--- src/rtl/alu_pkg.sv ---
`default_nettype none

package alu_pkg;

    localparam int cmd_width = 4;

    typedef enum logic {
        mode_logic = 1'b0,
        mode_arith = 1'b1
    } alu_mode_e;

    // codes 9 and up are illegal in arithmetic mode
    typedef enum logic [cmd_width-1:0] {
        cmd_add     = 4'd0,
        cmd_sub     = 4'd1,
        cmd_add_cin = 4'd2,
        cmd_sub_cin = 4'd3,
        cmd_inc_a   = 4'd4,
        cmd_dec_a   = 4'd5,
        cmd_inc_b   = 4'd6,
        cmd_dec_b   = 4'd7,
        cmd_cmp     = 4'd8
    } arith_cmd_e;

    typedef enum logic [cmd_width-1:0] {
        cmd_and    = 4'd0,
        cmd_nand   = 4'd1,
        cmd_or     = 4'd2,
        cmd_nor    = 4'd3,
        cmd_xor    = 4'd4,
        cmd_xnor   = 4'd5,
        cmd_not_a  = 4'd6,
        cmd_not_b  = 4'd7,
        cmd_shr1_a = 4'd8,
        cmd_shl1_a = 4'd9,
        cmd_shr1_b = 4'd10,
        cmd_shl1_b = 4'd11,
        cmd_rol    = 4'd12,
        cmd_ror    = 4'd13
    } logic_cmd_e;

    // bit 0 is operand a, bit 1 is operand b
    typedef enum logic [1:0] {
        sel_none = 2'b00,
        sel_a    = 2'b01,
        sel_b    = 2'b10,
        sel_both = 2'b11
    } operand_sel_e;

endpackage

`default_nettype wire
--- src/rtl/alu_top.sv ---
`timescale 1ns/1ps
`default_nettype none

module alu_top #(
    parameter int data_width = 8
) (
    input  logic                          clk,
    input  logic                          rst,
    input  logic                          ce,
    input  alu_pkg::alu_mode_e            mode,
    input  logic [alu_pkg::cmd_width-1:0] cmd,
    input  alu_pkg::operand_sel_e         inp_valid,
    input  logic [data_width-1:0]         opa,
    input  logic [data_width-1:0]         opb,
    input  logic                          cin,
    output logic [2*data_width-1:0]       res,
    output logic                          cout,
    output logic                          oflow,
    output logic                          g,
    output logic                          l,
    output logic                          e,
    output logic                          err,
    output logic                          res_valid
);
    import alu_pkg::*;

    logic                    s1_valid;
    alu_mode_e               s1_mode;
    logic [cmd_width-1:0]    s1_cmd;
    logic [data_width-1:0]   s1_a;
    logic [data_width-1:0]   s1_b;
    logic                    s1_cin;
    logic                    s1_operand_err;

    logic [2*data_width-1:0] arith_res;
    logic                    arith_cout;
    logic                    arith_oflow;
    logic                    arith_g;
    logic                    arith_l;
    logic                    arith_e;
    logic [2*data_width-1:0] logic_res;
    logic                    logic_rot_err;

    operand_stage #(.data_width(data_width)) i_operand_stage (
        .clk            (clk),
        .rst            (rst),
        .ce             (ce),
        .mode           (mode),
        .cmd            (cmd),
        .inp_valid      (inp_valid),
        .opa            (opa),
        .opb            (opb),
        .cin            (cin),
        .s1_valid       (s1_valid),
        .s1_mode        (s1_mode),
        .s1_cmd         (s1_cmd),
        .s1_a           (s1_a),
        .s1_b           (s1_b),
        .s1_cin         (s1_cin),
        .s1_operand_err (s1_operand_err)
    );

    arith_unit #(.data_width(data_width)) i_arith_unit (
        .s1_cmd      (s1_cmd),
        .s1_a        (s1_a),
        .s1_b        (s1_b),
        .s1_cin      (s1_cin),
        .arith_res   (arith_res),
        .arith_cout  (arith_cout),
        .arith_oflow (arith_oflow),
        .arith_g     (arith_g),
        .arith_l     (arith_l),
        .arith_e     (arith_e)
    );

    logic_unit #(.data_width(data_width)) i_logic_unit (
        .s1_cmd        (s1_cmd),
        .s1_a          (s1_a),
        .s1_b          (s1_b),
        .logic_res     (logic_res),
        .logic_rot_err (logic_rot_err)
    );

    result_stage #(.data_width(data_width)) i_result_stage (
        .clk            (clk),
        .rst            (rst),
        .s1_valid       (s1_valid),
        .s1_mode        (s1_mode),
        .s1_operand_err (s1_operand_err),
        .arith_res      (arith_res),
        .arith_cout     (arith_cout),
        .arith_oflow    (arith_oflow),
        .arith_g        (arith_g),
        .arith_l        (arith_l),
        .arith_e        (arith_e),
        .logic_res      (logic_res),
        .logic_rot_err  (logic_rot_err),
        .res            (res),
        .cout           (cout),
        .oflow          (oflow),
        .g              (g),
        .l              (l),
        .e              (e),
        .err            (err),
        .res_valid      (res_valid)
    );

endmodule

`default_nettype wire

--- src/rtl/result_stage.sv ---
`timescale 1ns/1ps
`default_nettype none

module result_stage #(
    parameter int data_width = 8
) (
    input  logic                    clk,
    input  logic                    rst,
    input  logic                    s1_valid,
    input  alu_pkg::alu_mode_e      s1_mode,
    input  logic                    s1_operand_err,
    input  logic [2*data_width-1:0] arith_res,
    input  logic                    arith_cout,
    input  logic                    arith_oflow,
    input  logic                    arith_g,
    input  logic                    arith_l,
    input  logic                    arith_e,
    input  logic [2*data_width-1:0] logic_res,
    input  logic                    logic_rot_err,
    output logic [2*data_width-1:0] res,
    output logic                    cout,
    output logic                    oflow,
    output logic                    g,
    output logic                    l,
    output logic                    e,
    output logic                    err,
    output logic                    res_valid
);
    import alu_pkg::*;

    // set when err came from a rotate range and res carries data
    logic rot_err_q;

    always_ff @(posedge clk or posedge rst) begin
        if (rst) begin
            res       <= '0;
            cout      <= 1'b0;
            oflow     <= 1'b0;
            g         <= 1'b0;
            l         <= 1'b0;
            e         <= 1'b0;
            err       <= 1'b0;
            rot_err_q <= 1'b0;
            res_valid <= 1'b0;
        end else begin
            res_valid <= s1_valid;
            if (s1_valid) begin
                if (s1_operand_err) begin
                    res       <= '0;
                    {cout, oflow, g, l, e} <= '0;
                    err       <= 1'b1;
                    rot_err_q <= 1'b0;
                end else if (s1_mode == mode_arith) begin
                    res       <= arith_res;
                    cout      <= arith_cout;
                    oflow     <= arith_oflow;
                    g         <= arith_g;
                    l         <= arith_l;
                    e         <= arith_e;
                    err       <= 1'b0;
                    rot_err_q <= 1'b0;
                end else begin
                    res       <= logic_res;
                    {cout, oflow, g, l, e} <= '0;
                    err       <= logic_rot_err;
                    rot_err_q <= logic_rot_err;
                end
            end
        end
    end

    a_cmp_onehot: assert property (
        @(posedge clk) disable iff (rst) $onehot0({g, l, e})
    );

    a_err_zero_res: assert property (
        @(posedge clk) disable iff (rst) (res_valid && err && !rot_err_q) |-> res == '0
    );

endmodule

`default_nettype wire

--- src/rtl/logic_unit.sv ---
`timescale 1ns/1ps
`default_nettype none

module logic_unit #(
    parameter int data_width = 8
) (
    input  logic [alu_pkg::cmd_width-1:0] s1_cmd,
    input  logic [data_width-1:0]         s1_a,
    input  logic [data_width-1:0]         s1_b,
    output logic [2*data_width-1:0]       logic_res,
    output logic                          logic_rot_err
);
    import alu_pkg::*;

    localparam int amt_width = $clog2(data_width);
    localparam logic [amt_width:0] width_l = data_width[amt_width:0];

    logic [data_width-1:0] lo;
    logic [amt_width-1:0]  rot_amt;
    logic [amt_width:0]    rev_amt;
    logic                  b_out_of_range;
    logic [data_width-1:0] rol_val;
    logic [data_width-1:0] ror_val;

    assign rot_amt = s1_b[amt_width-1:0];
    assign rev_amt = width_l - {1'b0, rot_amt};

    // bit amt_width of b is ignored, higher bits flag the error
    assign b_out_of_range = |(s1_b >> (amt_width + 1));

    assign rol_val = (s1_a << rot_amt) | (s1_a >> rev_amt);
    assign ror_val = (s1_a >> rot_amt) | (s1_a << rev_amt);

    always_comb begin
        lo            = '0;
        logic_rot_err = 1'b0;
        case (logic_cmd_e'(s1_cmd))
            cmd_and:    lo = s1_a & s1_b;
            cmd_nand:   lo = ~(s1_a & s1_b);
            cmd_or:     lo = s1_a | s1_b;
            cmd_nor:    lo = ~(s1_a | s1_b);
            cmd_xor:    lo = s1_a ^ s1_b;
            cmd_xnor:   lo = ~(s1_a ^ s1_b);
            cmd_not_a:  lo = ~s1_a;
            cmd_not_b:  lo = ~s1_b;
            cmd_shr1_a: lo = s1_a >> 1;
            cmd_shl1_a: lo = s1_a << 1;
            cmd_shr1_b: lo = s1_b >> 1;
            cmd_shl1_b: lo = s1_b << 1;
            cmd_rol: begin
                lo            = rol_val;
                logic_rot_err = b_out_of_range;
            end
            cmd_ror: begin
                lo            = ror_val;
                logic_rot_err = b_out_of_range;
            end
            default: lo = '0;
        endcase
    end

    assign logic_res = {{data_width{1'b0}}, lo};

endmodule

`default_nettype wire

--- src/rtl/arith_unit.sv ---
`timescale 1ns/1ps
`default_nettype none

module arith_unit #(
    parameter int data_width = 8
) (
    input  logic [alu_pkg::cmd_width-1:0] s1_cmd,
    input  logic [data_width-1:0]         s1_a,
    input  logic [data_width-1:0]         s1_b,
    input  logic                          s1_cin,
    output logic [2*data_width-1:0]       arith_res,
    output logic                          arith_cout,
    output logic                          arith_oflow,
    output logic                          arith_g,
    output logic                          arith_l,
    output logic                          arith_e
);
    import alu_pkg::*;

    localparam int res_width = 2 * data_width;

    logic [res_width-1:0] a_ext;
    logic [res_width-1:0] b_ext;
    logic [res_width-1:0] cin_ext;
    logic [res_width-1:0] one;

    assign a_ext   = {{data_width{1'b0}}, s1_a};
    assign b_ext   = {{data_width{1'b0}}, s1_b};
    assign cin_ext = {{(res_width-1){1'b0}}, s1_cin};
    assign one     = {{(res_width-1){1'b0}}, 1'b1};

    always_comb begin
        arith_res   = '0;
        arith_cout  = 1'b0;
        arith_oflow = 1'b0;
        arith_g     = 1'b0;
        arith_l     = 1'b0;
        arith_e     = 1'b0;
        case (arith_cmd_e'(s1_cmd))
            cmd_add: begin
                arith_res  = a_ext + b_ext;
                arith_cout = arith_res[data_width];
            end
            cmd_sub: begin
                arith_res   = a_ext - b_ext;
                arith_oflow = s1_a < s1_b;
            end
            cmd_add_cin: begin
                arith_res  = a_ext + b_ext + cin_ext;
                arith_cout = arith_res[data_width];
            end
            cmd_sub_cin: begin
                arith_res   = a_ext - b_ext - cin_ext;
                arith_oflow = s1_a < s1_b;
            end
            cmd_inc_a: begin
                arith_res  = a_ext + one;
                arith_cout = arith_res[data_width];
            end
            cmd_dec_a: begin
                arith_res   = a_ext - one;
                arith_oflow = s1_a == '0;
            end
            cmd_inc_b: begin
                arith_res  = b_ext + one;
                arith_cout = arith_res[data_width];
            end
            cmd_dec_b: begin
                arith_res   = b_ext - one;
                arith_oflow = s1_b == '0;
            end
            // unsigned compare, result stays zero
            cmd_cmp: begin
                arith_g = s1_a > s1_b;
                arith_l = s1_a < s1_b;
                arith_e = s1_a == s1_b;
            end
            default: arith_res = '0;
        endcase
    end

endmodule

`default_nettype wire

--- src/rtl/operand_stage.sv ---
`timescale 1ns/1ps
`default_nettype none

module operand_stage #(
    parameter int data_width = 8
) (
    input  logic                          clk,
    input  logic                          rst,
    input  logic                          ce,
    input  alu_pkg::alu_mode_e            mode,
    input  logic [alu_pkg::cmd_width-1:0] cmd,
    input  alu_pkg::operand_sel_e         inp_valid,
    input  logic [data_width-1:0]         opa,
    input  logic [data_width-1:0]         opb,
    input  logic                          cin,
    output logic                          s1_valid,
    output alu_pkg::alu_mode_e            s1_mode,
    output logic [alu_pkg::cmd_width-1:0] s1_cmd,
    output logic [data_width-1:0]         s1_a,
    output logic [data_width-1:0]         s1_b,
    output logic                          s1_cin,
    output logic                          s1_operand_err
);
    import alu_pkg::*;

    logic legal;
    logic need_a_only;
    logic need_b_only;
    logic operand_err;

    always_comb begin
        legal       = 1'b0;
        need_a_only = 1'b0;
        need_b_only = 1'b0;
        if (mode == mode_arith) begin
            case (arith_cmd_e'(cmd))
                cmd_add, cmd_sub, cmd_add_cin, cmd_sub_cin, cmd_cmp: begin
                    legal = 1'b1;
                end
                cmd_inc_a, cmd_dec_a: begin
                    legal       = 1'b1;
                    need_a_only = 1'b1;
                end
                cmd_inc_b, cmd_dec_b: begin
                    legal       = 1'b1;
                    need_b_only = 1'b1;
                end
                default: legal = 1'b0;
            endcase
        end else begin
            case (logic_cmd_e'(cmd))
                cmd_and, cmd_nand, cmd_or, cmd_nor, cmd_xor, cmd_xnor,
                cmd_rol, cmd_ror: begin
                    legal = 1'b1;
                end
                cmd_not_a, cmd_shr1_a, cmd_shl1_a: begin
                    legal       = 1'b1;
                    need_a_only = 1'b1;
                end
                cmd_not_b, cmd_shr1_b, cmd_shl1_b: begin
                    legal       = 1'b1;
                    need_b_only = 1'b1;
                end
                default: legal = 1'b0;
            endcase
        end
    end

    // single-operand commands want exactly their operand, the rest want any
    assign operand_err = !legal
                       || (need_a_only && inp_valid != sel_a)
                       || (need_b_only && inp_valid != sel_b)
                       || (!need_a_only && !need_b_only && inp_valid == sel_none);

    always_ff @(posedge clk or posedge rst) begin
        if (rst) begin
            s1_valid       <= 1'b0;
            s1_mode        <= mode_logic;
            s1_cmd         <= '0;
            s1_operand_err <= 1'b0;
        end else begin
            s1_valid <= ce;
            if (ce) begin
                s1_mode        <= mode;
                s1_cmd         <= cmd;
                s1_operand_err <= operand_err;
            end
        end
    end

    // absent operands are captured as zero
    always_ff @(posedge clk) begin
        if (ce) begin
            s1_a   <= inp_valid[0] ? opa : '0;
            s1_b   <= inp_valid[1] ? opb : '0;
            s1_cin <= cin;
        end
    end

    a_issue_known: assert property (
        @(posedge clk) disable iff (rst) ce |-> !$isunknown({inp_valid, cmd, mode})
    );

endmodule

`default_nettype wire

--- config.mk ---
export PLATFORM = sky130hd
export DESIGN_NAME = alu_top
export DESIGN_NICKNAME = d
export VERILOG_FILES = /design/src/rtl/alu_pkg.sv /design/src/rtl/alu_top.sv /design/src/rtl/result_stage.sv /design/src/rtl/logic_unit.sv /design/src/rtl/arith_unit.sv /design/src/rtl/operand_stage.sv
export SDC_FILE = /design/constraint.sdc
export NUM_CORES = 1
export LEC_CHECK = 0
export ABC_AREA = 1
export BUFFER_PORTS_ARGS = -buffer_cell sky130_fd_sc_hd__buf_2
export CAP_MARGIN = 20
export CORE_ASPECT_RATIO = 0.8
export CORE_UTILIZATION = 25
export DETAILED_ROUTE_END_ITERATION = 12
export REMOVE_ABC_BUFFERS = 1
export SETUP_SLACK_MARGIN = 0.1
export SYNTH_ARGS = -nofsm -noshare
export SYNTH_HDL_FRONTEND = slang
export SYNTH_SLANG_ARGS = --single-unit
--- constraint.sdc ---
create_clock -name clk -period 5.1 [get_ports clk]
set_input_delay 1.02 -clock clk [delete_from_list [all_inputs] [get_ports clk]]
set_output_delay 1.02 -clock clk [all_outputs]
set_load 0.01 [all_outputs]
==> out/metrics.yaml <==
cts_tree: "done"
fmax_ghz: 0.293
worst_pin_slew_ps: 1010
startpoint_type: "register"
cts.sinks: 47
clock_latency_ps: 290
grt_pass1_wl_um: 34000
ys_seq_area_share_pct: 22.4
grt_max_degree: 31
synth.area.top_cells: "nand2_1, dfrtp_1, edfxtp_1"
dp_hpwl_um: 16800
final_cell_area_um2: 6290
final-setup-viol-count: 0
h-tree-depth: 2
drive_above_1_share_pct: 8.97
dieWidth_um: 170
end_kind: "register"
cts.hold.buffers_added: 0
core_area_um2: 21800
maxSlewViolCount: 0
gp_congestion: 0.983
wl_met2_um: 8660
worstPathArrival_ps: 3600
wl_met3_um: 2400
port_buffers: 49
drc: 0
grt_use_total_pct: 19.1
avgSynthCellArea_um2: 5.92
num-nets-final: 1044
fin_skew_ps: 4.07
fin_crit_ps: 3410
path_class: "register to register"
grt_pass1_vias: 6039
antenna_found_initial: 0
status: "finished, final reports clean"
synth_edf_count: 17
clock_path_buffers: 2
min_path_type: "register to register"
relSlewSlack_pct: 32.3
netlist_area_um2: 5620
cts.clk_slew.worst_paths_ps: 60
fp.dieH_um: 136
syn2layout_area_growth_pct: 12.0
multi_input_area_um2: 3780
ioPinCount: 50
initial_core_util_pct: 25.8
ant_nets: 0
grt_setup_unrepaired: "no"
p_leak_nw: 3.16
top_layer: "met4"
drtIter0Drc: 996
powerDensity_nw_per_um2: 237
required_ps: 5290
setup_tns_ps: 0
placed_area_um2: 6140
syn_inst: 949
fin_crit_sh_pct: 66.9
peakVddDrop_v: 0.000159
cts_buffers: 5
path_max_fanout: 16
dr.pass1.iters: 5
ctsRootBufferMaster: "clkbuf_16"
m1WireLength_um: 10000
async_reset_ff_share_pct: 63.8
routed_wl_um: 21700
yosys_warnings: 0
seq_area_um2: 1260
vias: 6647
rows: 48
cts_resized: 0
n_antenna_cell: 0
routedWlPerCell_um: 16.9
ys_ff_latch: 47
maxCapViolations: 0
grt-ovfl-total: 0
synth_cell_types: 43
nFillCells: 2464
vias_per_cell: 5.19
dieArea_um2: 23100
post_cts_buffers: 0
timing_hold_violations_final: 0
yosys_most_used_dff: "dfrtp_1"
synthDominantCellAreaShare_pct: 21.4
netlist.top_cell.by_area: "nand2_1"
layout by cell type, fill, tap and decap left out, types with 4 or more instances in the layout:
cell type,netlist,final
inv_2,8,8
a21oi_1,29,29
buf_2,15,49
nand3_1,89,89
dfrtp_1,30,30
o2111ai_1,8,8
nand2_1,320,320
nand4_1,17,17
ha_1,36,36
nor3_1,10,10
o21ai_0,66,66
inv_1,103,103
nand2_2,7,7
edfxtp_1,17,17
o211ai_1,10,10
o22ai_1,25,25
nor2_2,5,5
clkbuf_16,0,5
buf_4,2,4
nor2_1,101,101
cell families (layout without fill, tap and decap cells):
family / count (synthesis) / in the layout / synth area share (%)
simple gates: 559 / 559 / 41.4
compound gates: 161 / 161 / 17.0
buf+inv: 143 / 175 / 10.3
flops: 47 / 47 / 22.4
fa+ha+maj: 37 / 37 / 8.37
xor+xnor: 2 / 2 / 0.445
worst max-delay path, stage by stage, from the launching register on:
cell,delay (ps)
edfxtp_1,790
clkinv_1,490
ha_1,510
nand2_1,80
nand2_1,190
nand3_1,110
nand2_2,130
nand2_1,80
nor2_1,210
nand3_1,170
nor2_1,120
nand2_1,50
nand3_1,100
nand2_1,100
nor2_1,110
nand2_1,60
routing by layer:
layer | global-route usage, % | vias up
li1 | - | 3201
met2 | 27.6 | 401
met4 | 6.61 | 0
met3 | 2.97 | 43
met1 | 28.2 | 3002
met5 | 0 | -
Yosys cell counts (2+ instances only):
master     instances
buf_6              2
o22ai_1           25
a22oi_1            3
clkbuf_1           9
o21ai_0           66
buf_4              2
dfrtp_1           30
nor2_1           101
a21oi_1           29
o31ai_1            3
nand3_1           89
inv_1            103
ha_1              36
nand3b_1           2
a31oi_1            2
buf_2             15
clkinv_1           2
o211ai_1          10
nor2_2             5
clkbuf_2           2
nand2_1          320
o221ai_1           3
nand2_2            7
nor4_1             2
nor3_1            10
a221oi_1           2
and2_1             2
o21ai_1            3
o2111ai_1          8
edfxtp_1          17
nand4_1           17
o32ai_1            2
inv_2              8
or2_2              3
final timing paths:
path                       slack (ps)                  endpoint                     start  depth (start not counted)
min in group asynchronous         720     i_result_stage.res[8]                       rst                          2
setup reg to reg                 1690     i_result_stage.res[8]   i_operand_stage.s1_b[1]                         15
setup / recovery                 1690     i_result_stage.res[8]   i_operand_stage.s1_b[1]                         15
max in group asynchronous        3920     i_result_stage.res[7]                       rst                          3
hold reg to reg                   440  i_result_stage.res_valid  i_operand_stage.s1_valid                          0
hold / removal                    440  i_result_stage.res_valid  i_operand_stage.s1_valid                          0
flip-flops by register name, summed over array words and instances (netlist names), 4 cells and up:
signal and cells:
i_operand_stage.s1_cmd 4, i_result_stage.res 16, i_operand_stage.s1_a 8, i_operand_stage.s1_b 8
metrics by stage:
stage / hold slack [ps] / instances / setup slack, ps / total power, W / utilization, %
after CTS: 450 / 1281 / 1780 / 0.00148 / 28.9
after global routing: 491 / 1281 / 1330 / 0.00159 / 28.9
after global placement: 438 / 1272 / 1850 / 0.00114 / 28.0
after floorplan: 395 / 919 / 2400 / 0.000907 / -
after detailed placement: 425 / 1273 / 1800 / 0.00113 / 28.2
final: 443 / 1281 / 1690 / 0.00149 / 28.9
report_power, final:
group | internal, W | total, W | leakage [nW] | switching, W
Combinational | 0.000201 | 0.000676 | 2.52 | 0.000475
Sequential | 0.000423 | 0.000476 | 0.557 | 0.0000524
Clock | 0.000196 | 0.000340 | 0.0772 | 0.000144
cell type report:
class / instances / share of cell area, %
Multi-Input combinational cell: 759 / 60.0
Sequential cell: 47 / 20.0
Inverter: 113 / 6.74
Tap cell: 300 / 5.96
Timing Repair Buffer: 54 / 4.81
Clock buffer: 6 / 2.21
Clock inverter: 2 / 0.219
Note: power is estimated with default switching activity, not from simulation.
